$ cat src/lc4_pkg.sv
package lc4_pkg;

    localparam int WORD_W    = 16;
    localparam int REG_IDX_W = 3;
    localparam int NUM_REGS  = 8;

    localparam logic [WORD_W-1:0] RESET_PC = 16'h8200;

    // insn[15:12]
    localparam logic [3:0] OP_ARITH = 4'd1;
    localparam logic [3:0] OP_LOGIC = 4'd5;
    localparam logic [3:0] OP_LDR   = 4'd6;
    localparam logic [3:0] OP_STR   = 4'd7;
    localparam logic [3:0] OP_CONST = 4'd9;

    // insn[4:3] of the register forms, insn[5] clear
    localparam logic [1:0] SUB_ADD = 2'b00;
    localparam logic [1:0] SUB_SUB = 2'b10;
    localparam logic [1:0] SUB_AND = 2'b00;
    localparam logic [1:0] SUB_OR  = 2'b10;
    localparam logic [1:0] SUB_XOR = 2'b11;

    localparam logic [2:0] ALU_ADD  = 3'd0;
    localparam logic [2:0] ALU_SUB  = 3'd1;
    localparam logic [2:0] ALU_AND  = 3'd2;
    localparam logic [2:0] ALU_OR   = 3'd3;
    localparam logic [2:0] ALU_XOR  = 3'd4;
    localparam logic [2:0] ALU_PASS = 3'd5; // second operand straight through

    typedef logic [WORD_W-1:0]    word_t;
    typedef logic [REG_IDX_W-1:0] reg_idx_t;

    typedef struct packed {
        logic [3:0] opcode;
        reg_idx_t   rd;
        reg_idx_t   rs;
        logic       imm_flag;
        logic [1:0] sub_op;
        reg_idx_t   rt;
    } insn_reg_t;

    typedef struct packed {
        logic [3:0] opcode;
        reg_idx_t   rd_rt; // rd for LDR, rt for STR
        reg_idx_t   rs;
        logic [5:0] offset6;
    } insn_off_t;

    typedef struct packed {
        logic [3:0] opcode;
        reg_idx_t   rd;
        logic [8:0] imm9;
    } insn_cst_t;

    typedef union packed {
        insn_reg_t rv;
        insn_off_t ov;
        insn_cst_t cv;
    } insn_u;

    typedef struct packed {
        reg_idx_t   r1;
        logic       r1_re;
        reg_idx_t   r2;
        logic       r2_re;
        reg_idx_t   rd;
        logic       rf_we;
        logic       is_load;
        logic       is_store;
        logic [2:0] alu_op;
        word_t      imm;
        logic       imm_sel;
    } ctrl_t;

    typedef struct packed {
        logic  valid;
        word_t pc;
        insn_u insn;
        ctrl_t ctrl;
        word_t r1_data;
        word_t r2_data;
        word_t result; // alu result, or load data from writeback on
    } slot_t;

    typedef struct packed {
        logic     valid;
        word_t    pc;
        word_t    insn;
        logic     rf_we;
        reg_idx_t wsel;
        word_t    wdata;
        logic     dmem_we;
        word_t    dmem_addr;
        word_t    dmem_data;
    } retire_t;

    typedef struct packed {
        logic     we;
        reg_idx_t rd;
        word_t    value;
    } fwd_t;

endpackage

$ cat src/lc4_core.sv
`timescale 1ns/1ps

module lc4_core import lc4_pkg::*; (
    input  logic    gwe,
    input  logic    i_arst_n,
    output word_t   o_pc,
    input  insn_u   i_insn_a,
    input  insn_u   i_insn_b,
    output word_t   o_dmem_addr,
    output logic    o_dmem_we,
    output word_t   o_dmem_wdata,
    input  word_t   i_dmem_rdata,
    output retire_t o_retire_a,
    output retire_t o_retire_b
);

    logic  hold;
    logic  swap;
    logic  kill_a;
    logic  kill_b;
    slot_t d_slot_a; // fetch/decode register
    slot_t d_slot_b;
    ctrl_t ctrl_a;
    ctrl_t ctrl_b;
    word_t rs_data_a;
    word_t rt_data_a;
    word_t rs_data_b;
    word_t rt_data_b;
    slot_t dec_a;
    slot_t dec_b;
    slot_t x_slot_a; // decode/execute register
    slot_t x_slot_b;
    slot_t x_out_a;
    slot_t x_out_b;
    slot_t m_slot_a; // execute/memory register
    slot_t m_slot_b;
    fwd_t  m_fwd_a;
    fwd_t  m_fwd_b;
    fwd_t  w_fwd_a;
    fwd_t  w_fwd_b;

    lc4_fetch fetch_i (
        .gwe(gwe), .i_arst_n(i_arst_n), .i_hold(hold), .i_swap(swap),
        .i_insn_a(i_insn_a), .i_insn_b(i_insn_b), .o_pc(o_pc),
        .o_d_slot_a(d_slot_a), .o_d_slot_b(d_slot_b)
    );

    lc4_decoder dec_a_i (.i_insn(d_slot_a.insn), .o_ctrl(ctrl_a));
    lc4_decoder dec_b_i (.i_insn(d_slot_b.insn), .o_ctrl(ctrl_b));

    lc4_hazard_unit hazard_i (
        .i_ctrl_a(ctrl_a), .i_ctrl_b(ctrl_b), .i_x_slot_a(x_slot_a), .i_x_slot_b(x_slot_b),
        .o_hold(hold), .o_swap(swap), .o_kill_a(kill_a), .o_kill_b(kill_b)
    );

    lc4_regfile regfile_i (
        .gwe(gwe), .i_arst_n(i_arst_n),
        .i_rs_a(ctrl_a.r1), .i_rt_a(ctrl_a.r2), .i_rs_b(ctrl_b.r1), .i_rt_b(ctrl_b.r2),
        .i_wr_a(w_fwd_a), .i_wr_b(w_fwd_b),
        .o_rs_data_a(rs_data_a), .o_rt_data_a(rt_data_a),
        .o_rs_data_b(rs_data_b), .o_rt_data_b(rt_data_b)
    );

    // killed slot becomes an invalid nop bubble
    function automatic slot_t fill_slot(input slot_t s, input ctrl_t c, input word_t r1,
                                        input word_t r2, input logic kill);
        slot_t f;
        if (kill) return '0;
        f         = s;
        f.ctrl    = c;
        f.r1_data = r1;
        f.r2_data = r2;
        return f;
    endfunction

    assign dec_a = fill_slot(d_slot_a, ctrl_a, rs_data_a, rt_data_a, kill_a);
    assign dec_b = fill_slot(d_slot_b, ctrl_b, rs_data_b, rt_data_b, kill_b);

    always_ff @(posedge gwe or negedge i_arst_n) begin
        if (!i_arst_n) begin
            x_slot_a <= '0;
            x_slot_b <= '0;
            m_slot_a <= '0;
            m_slot_b <= '0;
        end else begin
            x_slot_a <= dec_a;
            x_slot_b <= dec_b;
            m_slot_a <= x_out_a;
            m_slot_b <= x_out_b;
        end
    end

    lc4_execute exec_a_i (
        .i_slot(x_slot_a), .i_m_a(m_fwd_a), .i_m_b(m_fwd_b),
        .i_w_a(w_fwd_a), .i_w_b(w_fwd_b), .o_slot(x_out_a)
    );

    lc4_execute exec_b_i (
        .i_slot(x_slot_b), .i_m_a(m_fwd_a), .i_m_b(m_fwd_b),
        .i_w_a(w_fwd_a), .i_w_b(w_fwd_b), .o_slot(x_out_b)
    );

    // a load here still holds its address, not its data
    assign m_fwd_a = '{we: m_slot_a.valid && m_slot_a.ctrl.rf_we && !m_slot_a.ctrl.is_load,
                       rd: m_slot_a.ctrl.rd, value: m_slot_a.result};
    assign m_fwd_b = '{we: m_slot_b.valid && m_slot_b.ctrl.rf_we && !m_slot_b.ctrl.is_load,
                       rd: m_slot_b.ctrl.rd, value: m_slot_b.result};

    lc4_mem_stage mem_i (
        .gwe(gwe), .i_arst_n(i_arst_n),
        .i_m_slot_a(m_slot_a), .i_m_slot_b(m_slot_b), .i_dmem_rdata(i_dmem_rdata),
        .o_dmem_addr(o_dmem_addr), .o_dmem_wdata(o_dmem_wdata), .o_dmem_we(o_dmem_we),
        .o_w_a(w_fwd_a), .o_w_b(w_fwd_b), .o_retire_a(o_retire_a), .o_retire_b(o_retire_b)
    );

    // both trace slots valid means both came from one fetched pair
    a_pair_order: assert property (@(posedge gwe) disable iff (!i_arst_n)
        o_retire_a.valid && o_retire_b.valid |-> o_retire_b.pc == o_retire_a.pc + 16'd1);

endmodule

$ cat src/lc4_decoder.sv
`timescale 1ns/1ps

module lc4_decoder import lc4_pkg::*; (
    input  insn_u i_insn,
    output ctrl_t o_ctrl
);

    always_comb begin
        o_ctrl    = '0; // nop unless matched below
        o_ctrl.r1 = i_insn.rv.rs;
        o_ctrl.r2 = i_insn.rv.rt;
        o_ctrl.rd = i_insn.rv.rd;
        case (i_insn.rv.opcode)
            OP_ARITH: begin
                if (i_insn.rv.imm_flag) begin
                    // imm5 sits in the sub_op and rt bits
                    o_ctrl.imm     = {{11{i_insn.rv.sub_op[1]}}, i_insn.rv.sub_op, i_insn.rv.rt};
                    o_ctrl.imm_sel = 1'b1;
                    o_ctrl.rf_we   = 1'b1;
                end else if (i_insn.rv.sub_op == SUB_ADD || i_insn.rv.sub_op == SUB_SUB) begin
                    o_ctrl.alu_op = (i_insn.rv.sub_op == SUB_SUB) ? ALU_SUB : ALU_ADD;
                    o_ctrl.rf_we  = 1'b1;
                    o_ctrl.r2_re  = 1'b1;
                end
                o_ctrl.r1_re = o_ctrl.rf_we; // mul and div fall out as nop
            end
            OP_LOGIC: begin
                if (!i_insn.rv.imm_flag) begin
                    o_ctrl.rf_we = 1'b1;
                    case (i_insn.rv.sub_op)
                        SUB_AND: o_ctrl.alu_op = ALU_AND;
                        SUB_OR:  o_ctrl.alu_op = ALU_OR;
                        SUB_XOR: o_ctrl.alu_op = ALU_XOR;
                        default: o_ctrl.rf_we  = 1'b0; // not
                    endcase
                end
                o_ctrl.r1_re = o_ctrl.rf_we;
                o_ctrl.r2_re = o_ctrl.rf_we;
            end
            OP_LDR, OP_STR: begin
                o_ctrl.r1       = i_insn.ov.rs;
                o_ctrl.r1_re    = 1'b1;
                o_ctrl.imm      = {{10{i_insn.ov.offset6[5]}}, i_insn.ov.offset6};
                o_ctrl.imm_sel  = 1'b1; // base + offset
                o_ctrl.is_load  = (i_insn.ov.opcode == OP_LDR);
                o_ctrl.is_store = (i_insn.ov.opcode == OP_STR);
                o_ctrl.rf_we    = o_ctrl.is_load;
                o_ctrl.rd       = i_insn.ov.rd_rt;
                o_ctrl.r2       = i_insn.ov.rd_rt;
                o_ctrl.r2_re    = o_ctrl.is_store;
            end
            OP_CONST: begin
                o_ctrl.rd      = i_insn.cv.rd;
                o_ctrl.rf_we   = 1'b1;
                o_ctrl.imm     = {{7{i_insn.cv.imm9[8]}}, i_insn.cv.imm9};
                o_ctrl.imm_sel = 1'b1;
                o_ctrl.alu_op  = ALU_PASS;
            end
            default: ;
        endcase
    end

endmodule

$ cat src/lc4_execute.sv
`timescale 1ns/1ps

module lc4_execute import lc4_pkg::*; (
    input  slot_t i_slot,
    input  fwd_t  i_m_a,
    input  fwd_t  i_m_b,
    input  fwd_t  i_w_a,
    input  fwd_t  i_w_b,
    output slot_t o_slot
);

    word_t op_a;
    word_t op_b;
    word_t rt_val;

    // newest producer wins, b is younger than a within a stage
    function automatic word_t bypass(input reg_idx_t idx, input word_t rf_val);
        if (i_m_b.we && i_m_b.rd == idx) return i_m_b.value;
        if (i_m_a.we && i_m_a.rd == idx) return i_m_a.value;
        if (i_w_b.we && i_w_b.rd == idx) return i_w_b.value;
        if (i_w_a.we && i_w_a.rd == idx) return i_w_a.value;
        return rf_val;
    endfunction

    always_comb begin
        op_a   = bypass(i_slot.ctrl.r1, i_slot.r1_data);
        rt_val = bypass(i_slot.ctrl.r2, i_slot.r2_data);
        op_b   = i_slot.ctrl.imm_sel ? i_slot.ctrl.imm : rt_val;

        o_slot         = i_slot;
        o_slot.r1_data = op_a;
        o_slot.r2_data = rt_val; // store data travels on
        case (i_slot.ctrl.alu_op)
            ALU_ADD:  o_slot.result = op_a + op_b; // also addi and ldr/str address
            ALU_SUB:  o_slot.result = op_a - op_b;
            ALU_AND:  o_slot.result = op_a & op_b;
            ALU_OR:   o_slot.result = op_a | op_b;
            ALU_XOR:  o_slot.result = op_a ^ op_b;
            ALU_PASS: o_slot.result = op_b;
            default:  o_slot.result = '0;
        endcase
    end

endmodule

$ cat src/lc4_fetch.sv
`timescale 1ns/1ps

module lc4_fetch import lc4_pkg::*; (
    input  logic  gwe,
    input  logic  i_arst_n,
    input  logic  i_hold,
    input  logic  i_swap,
    input  insn_u i_insn_a,
    input  insn_u i_insn_b,
    output word_t o_pc,
    output slot_t o_d_slot_a,
    output slot_t o_d_slot_b
);

    word_t pc_q;
    word_t fetch_pc;
    slot_t nxt_a;
    slot_t nxt_b;

    // on a swap the younger decode insn is fetched again, now as pipe a
    assign fetch_pc = i_swap ? o_d_slot_b.pc : pc_q;
    assign o_pc     = fetch_pc;

    always_comb begin
        nxt_a       = '0;
        nxt_a.valid = 1'b1;
        nxt_a.pc    = fetch_pc;
        nxt_a.insn  = i_insn_a;
        nxt_b       = '0;
        nxt_b.valid = 1'b1;
        nxt_b.pc    = fetch_pc + 16'd1;
        nxt_b.insn  = i_insn_b;
    end

    always_ff @(posedge gwe or negedge i_arst_n) begin
        if (!i_arst_n) begin
            pc_q       <= RESET_PC;
            o_d_slot_a <= '0; // insn 0 decodes as nop
            o_d_slot_b <= '0;
        end else if (!i_hold) begin
            pc_q       <= fetch_pc + 16'd2;
            o_d_slot_a <= nxt_a;
            o_d_slot_b <= nxt_b;
        end
    end

endmodule

$ cat src/lc4_hazard_unit.sv
`timescale 1ns/1ps

module lc4_hazard_unit import lc4_pkg::*; (
    input  ctrl_t i_ctrl_a,
    input  ctrl_t i_ctrl_b,
    input  slot_t i_x_slot_a,
    input  slot_t i_x_slot_b,
    output logic  o_hold,
    output logic  o_swap,
    output logic  o_kill_a,
    output logic  o_kill_b
);

    logic load_use_a;
    logic load_use_b;
    logic pair_dep;

    // store rt is left out since the memory stage bypasses it
    function automatic logic reads_reg(input ctrl_t c, input reg_idx_t rd);
        return (c.r1_re && c.r1 == rd) || (c.r2_re && !c.is_store && c.r2 == rd);
    endfunction

    function automatic logic load_hit(input ctrl_t c, input slot_t x);
        return x.valid && x.ctrl.is_load && reads_reg(c, x.ctrl.rd);
    endfunction

    assign load_use_a = load_hit(i_ctrl_a, i_x_slot_a) || load_hit(i_ctrl_a, i_x_slot_b);
    assign load_use_b = load_hit(i_ctrl_b, i_x_slot_a) || load_hit(i_ctrl_b, i_x_slot_b);

    assign pair_dep = (i_ctrl_a.rf_we && reads_reg(i_ctrl_b, i_ctrl_a.rd))
                    || ((i_ctrl_a.is_load || i_ctrl_a.is_store)
                        && (i_ctrl_b.is_load || i_ctrl_b.is_store)); // one dmem port

    assign o_hold   = load_use_a;
    assign o_swap   = !load_use_a && (pair_dep || load_use_b);
    assign o_kill_a = load_use_a;
    assign o_kill_b = load_use_a || o_swap;

endmodule

$ cat src/lc4_mem_stage.sv
`timescale 1ns/1ps

module lc4_mem_stage import lc4_pkg::*; (
    input  logic    gwe,
    input  logic    i_arst_n,
    input  slot_t   i_m_slot_a,
    input  slot_t   i_m_slot_b,
    input  word_t   i_dmem_rdata,
    output word_t   o_dmem_addr,
    output word_t   o_dmem_wdata,
    output logic    o_dmem_we,
    output fwd_t    o_w_a,
    output fwd_t    o_w_b,
    output retire_t o_retire_a,
    output retire_t o_retire_b
);

    logic  acc_a;
    logic  acc_b;
    logic  use_b;
    word_t st_data_a;
    word_t st_data_b;
    slot_t w_a;
    slot_t w_b;
    word_t w_addr_a;
    word_t w_addr_b;

    assign acc_a = i_m_slot_a.valid && (i_m_slot_a.ctrl.is_load || i_m_slot_a.ctrl.is_store);
    assign acc_b = i_m_slot_b.valid && (i_m_slot_b.ctrl.is_load || i_m_slot_b.ctrl.is_store);
    assign use_b = acc_b && !acc_a;

    function automatic word_t wm_bypass(input reg_idx_t idx, input word_t val);
        if (o_w_b.we && o_w_b.rd == idx) return o_w_b.value;
        if (o_w_a.we && o_w_a.rd == idx) return o_w_a.value;
        return val;
    endfunction

    always_comb begin
        st_data_a = wm_bypass(i_m_slot_a.ctrl.r2, i_m_slot_a.r2_data);
        st_data_b = wm_bypass(i_m_slot_b.ctrl.r2, i_m_slot_b.r2_data);
        // pair partner a is newer than anything in writeback
        if (i_m_slot_a.valid && i_m_slot_a.ctrl.rf_we
                && i_m_slot_a.ctrl.rd == i_m_slot_b.ctrl.r2) begin
            st_data_b = i_m_slot_a.result;
        end
    end

    assign o_dmem_addr  = use_b ? i_m_slot_b.result : i_m_slot_a.result;
    assign o_dmem_wdata = use_b ? st_data_b : st_data_a;
    assign o_dmem_we    = (acc_a && i_m_slot_a.ctrl.is_store) || (acc_b && i_m_slot_b.ctrl.is_store);

    function automatic slot_t to_wb(input slot_t m, input word_t st_data, input word_t rdata);
        slot_t w;
        w         = m;
        w.r2_data = st_data;
        if (m.ctrl.is_load) w.result = rdata;
        return w;
    endfunction

    always_ff @(posedge gwe or negedge i_arst_n) begin
        if (!i_arst_n) begin
            w_a <= '0;
            w_b <= '0;
        end else begin
            w_a <= to_wb(i_m_slot_a, st_data_a, i_dmem_rdata);
            w_b <= to_wb(i_m_slot_b, st_data_b, i_dmem_rdata);
        end
    end

    always_ff @(posedge gwe) begin
        w_addr_a <= i_m_slot_a.result; // load result gets replaced by data
        w_addr_b <= i_m_slot_b.result;
    end

    assign o_w_a = '{we: w_a.valid && w_a.ctrl.rf_we, rd: w_a.ctrl.rd, value: w_a.result};
    assign o_w_b = '{we: w_b.valid && w_b.ctrl.rf_we, rd: w_b.ctrl.rd, value: w_b.result};

    function automatic retire_t to_retire(input slot_t w, input word_t addr);
        retire_t r;
        r.valid     = w.valid;
        r.pc        = w.pc;
        r.insn      = w.insn;
        r.rf_we     = w.ctrl.rf_we;
        r.wsel      = w.ctrl.rd;
        r.wdata     = w.result;
        r.dmem_we   = w.ctrl.is_store;
        r.dmem_addr = (w.ctrl.is_load || w.ctrl.is_store) ? addr : '0;
        r.dmem_data = w.ctrl.is_store ? w.r2_data : (w.ctrl.is_load ? w.result : '0);
        return r;
    endfunction

    assign o_retire_a = to_retire(w_a, w_addr_a);
    assign o_retire_b = to_retire(w_b, w_addr_b);

    // decode splits every pair with two memory ops
    a_one_port: assert property (@(posedge gwe) disable iff (!i_arst_n) !(acc_a && acc_b));

endmodule

$ cat src/lc4_regfile.sv
`timescale 1ns/1ps

module lc4_regfile import lc4_pkg::*; (
    input  logic     gwe,
    input  logic     i_arst_n,
    input  reg_idx_t i_rs_a,
    input  reg_idx_t i_rt_a,
    input  reg_idx_t i_rs_b,
    input  reg_idx_t i_rt_b,
    input  fwd_t     i_wr_a,
    input  fwd_t     i_wr_b,
    output word_t    o_rs_data_a,
    output word_t    o_rt_data_a,
    output word_t    o_rs_data_b,
    output word_t    o_rt_data_b
);

    word_t regs [NUM_REGS];

    always_ff @(posedge gwe or negedge i_arst_n) begin
        if (!i_arst_n) begin
            for (int i = 0; i < NUM_REGS; i++) begin
                regs[i] <= '0;
            end
        end else begin
            if (i_wr_a.we) regs[i_wr_a.rd] <= i_wr_a.value;
            if (i_wr_b.we) regs[i_wr_b.rd] <= i_wr_b.value; // younger, lands last
        end
    end

    // write-through, b checked first
    function automatic word_t read_port(input reg_idx_t idx);
        if (i_wr_b.we && i_wr_b.rd == idx) return i_wr_b.value;
        if (i_wr_a.we && i_wr_a.rd == idx) return i_wr_a.value;
        return regs[idx];
    endfunction

    always_comb begin
        o_rs_data_a = read_port(i_rs_a);
        o_rt_data_a = read_port(i_rt_a);
        o_rs_data_b = read_port(i_rs_b);
        o_rt_data_b = read_port(i_rt_b);
    end

endmodule
$ cat config.mk
export PLATFORM = sky130hd
export DESIGN_NAME = lc4_core
export DESIGN_NICKNAME = d
export VERILOG_FILES = /design/src/lc4_pkg.sv /design/src/lc4_core.sv /design/src/lc4_decoder.sv /design/src/lc4_execute.sv /design/src/lc4_fetch.sv /design/src/lc4_hazard_unit.sv /design/src/lc4_mem_stage.sv /design/src/lc4_regfile.sv
export SDC_FILE = /design/constraint.sdc
export NUM_CORES = 2
export LEC_CHECK = 0
export BUFFER_PORTS_ARGS = -buffer_cell sky130_fd_sc_hd__buf_2
export CORE_ASPECT_RATIO = 0.8
export CORE_UTILIZATION = 50
export CTS_CLUSTER_DIAMETER = 150
export DETAILED_ROUTE_END_ITERATION = 8
export PLACE_DENSITY_LB_ADDON = 0.05
export SYNTH_ARGS = -nofsm -noshare
export SYNTH_HDL_FRONTEND = slang
export SYNTH_SLANG_ARGS = --single-unit
export TNS_END_PERCENT = 1
$ cat constraint.sdc
create_clock -name gwe -period 5.95 [get_ports gwe]
set_clock_uncertainty 0.15 [all_clocks]
set_input_delay 0.595 -clock gwe [delete_from_list [all_inputs] [get_ports gwe]]
set_output_delay 0.595 -clock gwe [all_outputs]
set_load 0.02 [all_outputs]
-- Word level (Yosys, flattened, before mapping)
Index checks and enable logic that the tools add are counted.
- flip-flop bits (word level): 725
- input port bits: 50
- output and inout bits: 221
- word-level logic and storage cells: 459
- $add $sub $neg: 6
- order comparisons: 8
- equality and inequality tests: 63
- mux-type cells: 192
- bitwise gates (word level): 12
- reduce and logical (&&, ||, !) cells: 96
- operators with widths (kind ; count):
    16-bit two-way mux ; 80
    115-bit two-way mux ; 4
    128-bit bitwise mux ; 2
    128-bit two-way mux ; 2
    16-bit binary-select mux with 3-bit select ; 4
    16-bit case mux with 6 select lines ; 2
    3-bit equality test ; 39
    17-bit case mux with 3 select lines ; 2
    16-bit demux with 3-bit select ; 2
    1-bit two-way mux ; 72
    1-bit logical AND ; 63
    3-bit case mux with 3 select lines ; 4
    17-bit two-way mux ; 2
    16-bit adder ; 2
    16-bit bitwise AND ; 2
    16-bit OR ; 2
    16-bit subtractor ; 2
    16-bit XOR ; 2
    4-bit by 3-bit equality test with 1-bit output (second input constant) ; 6
    4-bit >= comparator (second input constant) ; 6
    3-bit two-way mux ; 8
    3-bit inverter with 4-bit output ; 6
    1-bit logical OR ; 19
    16-bit by 1-bit adder with 16-bit output (second input constant) ; 1
    other kinds (16) ; 43

-- Depth between registers and ports, before layout
- word-level depth: 17
- gate-level depth with buffers: 24
- depth with buffers taken out: 22

-- Hierarchy
Synthesis repeated with hierarchy kept, for this count alone.
- cells, all modules: 4683
- area total of the unflattened synthesis: 48983.2 sq um
- by module, submodules not included (module ; instances ; cells each ; area an instance (sq um) ; sequential area each (sq um)):
    lc4_core ; 1 ; 716 ; 13111.3 ; 11511.0
    lc4_regfile ; 1 ; 1085 ; 12045.3 ; 3203.1
    lc4_mem_stage ; 1 ; 795 ; 8126.5 ; 4194.0
    lc4_fetch ; 1 ; 484 ; 5013.6 ; 2004.4
    lc4_execute (exec_a_i) ; 1 ; 715 ; 4792.1 ; 0.0
    lc4_execute (exec_b_i) ; 1 ; 714 ; 4664.5 ; 0.0
    lc4_decoder ; 2 ; 56 ; 386.6 ; 0.0
    lc4_hazard_unit ; 1 ; 62 ; 456.7 ; 0.0

-- Worst setup path before layout
No wires, ideal clock.
- kind: register to register
- start: reg m_slot_b[69] (netlist bit)
- end: reg m_slot_b (netlist bit m_fwd_b[15])
- library setup time: 0.142 ns
- data arrival time: 4.869 ns
- setup slack: 0.789 ns
- stages on the path, launching flop included: 19
- period minus slack after synthesis: 5.161 ns
- cells stage by stage: dfrtp_1 buf_2 nand3b_1 nor4_1 clkbuf_1 mux2i_1 inv_1 ha_1 nor2b_1 o31a_1 nor4_1 a211oi_1 o31a_1 o21ai_0 nand2b_1 a31oi_1 o21ai_0 xnor2_1 o221ai_1
- RTL lines (what ; line ; RTL):
    start, declared ; lc4_core.sv:36 ; slot_t m_slot_b;
    start signal, assigned ; lc4_core.sv:89 ; m_slot_b <= x_out_b;

==> results.md <==
* Hold Crit Class: primary input to flip-flop
* RSZ-0062 raised after global routing: false
* Area Overhead vs Synth at 12.04%
* Met3 usage in global routing at 11.59%
* Worst Tran Pin Value at 1.272 ns
* Final Worst Setup Slack at 0.4329 ns
* Worst Reg-to-Reg Cells at 22
* Slowest cell on crit path: dfrtp_1
* Slew margin rel. at 15.23%
* Routed len/inst at between 20 and 30 um
* Setup crit start: x_slot_b[77]
* Commonest cells after routing, fill and taps aside: 655 x nand2_1, 648 x dfrtp_1, 356 x nor2_1
* Rows at 92
* Vias in the first global route at 31330
* Vias at roughly 33000
* DP HPWL at 103800 um
* Minimum clock period at 5.517 ns
* Met2 usage at 53.46%
* Total I/O pin count at 271
* CTS buffer count at 75
* CTS clk-pin slew, worst paths at ~0.070 ns
* Crit end category: flip-flop
* CP Launch Type: flip-flop
* Synth Net Count at 4423
* Fin nets at 4490
* Port Buffers at 270
* Fin crit share at 92.72%
* CP max FO at 16
* CP Data Required Time at 6.30 ns
* Fraction of layout cells with a size suffix above 1 at 17.84%
* Clk buf depth at 3
* Routed Antenna Nets at 0
* Die H at 254.4 um
* Endpoint of the worst hold path: mem_i.o_retire_a[48]
* WS Path Type: flip-flop to flip-flop
* Num Clock Sinks at 686
* # setup viols final at 0
* Post-synth cell types at 79
* Critical register-to-register path startpoint: x_slot_b[77]
* Total iterations of the first detailed-routing run at 6
* Worst r2r dst: m_fwd_b[15]
* Total gr overflow at 0
* Max Fclk at 181.3 MHz
* Seq/Total Area, Yosys at a little over two fifths
* Leading cell type in the layout, fill and taps excluded: nand2_1
* R2R Setup Slk at 0.43 ns
* Final wirelength at 152700 um
* Cells after Synth at between 4000 and 5000
* Pleak at 19.61 nW
* Die area at 80760 um2
* CP dominant cell by count: o21ai_0
* First-pass GRT wire length at 221200 um
* WP buf/inv at 2
* YS warnings at 0
* Initial DRC Count at between 4000 and 5000
* CTS tree: done
* Placed insts at around 5300
* Pwr Density at 498.8 nW/um2
* Met1 global-route usage at between 50% and 60%
* H-tree depth at 3
* Clk Latency, worst-skew pair at 0.66 ns
* Syn Std Cell Area at 39810 um2
* GR Util All Layers at 37.58%
* Setup Fix Bufs, Post-CTS at 0
* Fill count at 7061
* Avg Cell Area, Syn at 9.321 um2
* Slowest stage delay, CP at 0.48 ns
* Top Usage Layer GRT: met2
* GPL Wtd Cong at 1.031
* Core area at 78740 um2
* EDFF count, synth at 0
* Initial antenna violation count at 7
* Top FF cell, synth: dfrtp_1
* Root Driver: clkbuf_16
* DP Worst Slack at approximately 0.55 ns
* Yosys reg bits at 686
* Min-delay src: i_dmem_rdata[15]
* Drt via density at 6.122
* Final non-filler cell total at 5437
* Async SR Flop Fraction at 95.34%
* Initial Util at 50.56%
* Setup TNS at 0 ns
* Max-cap violation count at 0
* CP cell instances: xor2_1 > nor4_4 > buf_4 > mux2i_1 > a21oi_1 > o21ai_1 > ha_1 > nand2_1 > o21ai_0 > inv_1 > ha_1 > nor2b_1 > o31a_1 > nor4_1 > a211oi_1 > o31a_1 > o21ai_0 > nand2b_1 > a31oi_1 > o21ai_0 > xnor2_1 > o221ai_1
* Hold path depth at 2
* Final Hold Viols at 0
* CP top delay family: compound AO/OA/AOI/OAI gates
* Largest net degree at the start of global routing at approximately 170
* Max-slew violations at 0
* Max VDD drop at 0.2722 mV
* DRC at 0
* Critical Path AT at 5.87 ns
* Die width at between 300 and 400 um
* Outcome: complete, no violations
-- synth_stat cells (all sizes together), types with 7 or more instances --
cell type    n  area share, %
o31ai       18           0.39
and2        77            1.2
ha         100            3.1
mux2i      341            8.6
a222oi       9           0.23
or3         11           0.17
o22ai       15           0.24
nand2      656            6.2
a21o        13           0.25
nor2       360            3.4
buf        180            2.8
and3        25           0.39
nand2b      18           0.28
nand3b       8           0.16
a31oi       31           0.49
nor3        30           0.38
clkbuf     275            2.6
dfrtp      652             41
o21a         9           0.17
nand3       60           0.75
a221o        7           0.18
nor4        37           0.68
nand4       18           0.30
a211oi      51           0.96
inv        106            1.0
dfxtp       32            1.6
or2         11           0.17
xnor2       99            2.2
xor2        84            1.8
a21oi      266            3.3
o21ai      360            4.5
mux2        68            1.9
a311oi      16           0.35
nor2b       51           0.80
o211ai       8           0.15
mux4        96            5.4
-- registers in the layout, indices dropped and copies added (netlist names), 32 cells and up --
register,count
fetch_i.o_d_slot_a,32
fetch_i.o_d_slot_b,32
m_slot_a,53
m_slot_b,53
mem_i.o_retire_a,51
mem_i.o_retire_b,51
regfile_i.regs,128
x_slot_a,84
x_slot_b,84
-- worst reg2reg max path: cells and delay by family, from the launching register on --
kind,cells,cell delay (ns)
flops,1,0.48
mux,1,0.25
fa+ha+maj,2,0.53
xor+xnor,2,0.39
buf+inv,2,0.43
simple gates,5,0.99
compound gates,10,2.16
-- kinds of logic (layout without fill, tap and decap cells) --
family / count (synthesis) / in the layout / share of synthesized area (%)
buffers and inverters: 561 / 685 / 6.390
flip-flops: 686 / 686 / 42.73
XOR/XNOR: 183 / 183 / 4.026
other: 0 / 8 / 0
AND/OR/NAND/NOR: 1378 / 1378 / 15.22
multiplexers: 505 / 505 / 15.96
AO/OA/AOI/OAI: 856 / 856 / 12.43
adder cells (fa/ha/maj): 102 / 102 / 3.244
-- stage by stage --
step / utilization, % / cell area [um2] / hold slack [ns] / power, mW
floorplan: - / 39810 / 0.1494 / 13.43
global placement: 53.11 / 41810 / 0.1811 / 17.04
detailed placement: 53.11 / 41810 / 0.1847 / 17.05
CTS: 56.62 / 44580 / 0.001469 / 21.97
global route: 56.64 / 44590 / 0.01067 / 23.24
finish: 56.65 / 44600 / 0.02741 / 22.25
-- what timing repair did --
action | CTS | global route
hold endpoints to repair | 116 | 0
hold buffers | 25 | 0
resized for setup | 0 | 0
-- worst max-delay path by stage --
stage,end,slack [ns],depth (start not counted)
6_report,m_fwd_b[15],0.43,22
3_5_place_dp,m_fwd_b[15],0.55,22
3_3_place_gp,m_fwd_b[15],0.55,22
5_1_grt,m_fwd_b[15],0.03,22
4_1_cts,m_fwd_b[15],0.50,22
2_1_floorplan,m_fwd_b[15],0.79,18
-- layer usage --
metal  vias to the layer above  wire (um)  part of all wire (%)
li1                      14740          -                     -
met3                       349      17110                    11
met2                      1859      63240                    41
met4                         5       5760                   3.8
met1                     16330      66350                    43
met5                         -        270                  0.18
-- where the power goes --
| group | internal [mW] | switching (mW) |
|---|---|---|
| Sequential | 6.20 | 2.05 |
| Clock | 2.73 | 2.13 |
| Combinational | 3.56 | 5.58 |
| Total | 12.5 | 9.77 |
-- cell type report --
type / count / area, um2 / area share (%)
Multi-Input combinational cell: 3024 / 20560 / 46.09
Sequential cell: 686 / 17010 / 38.15
Inverter: 106 / 397.9 / 0.8921
Clock buffer: 95 / 2064 / 4.629
Tap cell: 1034 / 1294 / 2.901
Antenna cell: 8 / 20.02 / 0.04488
Timing Repair Buffer: 445 / 2800 / 6.278
Clock inverter: 39 / 454.2 / 1.018
No activity file was read; power rests on OpenSTA's default activity.
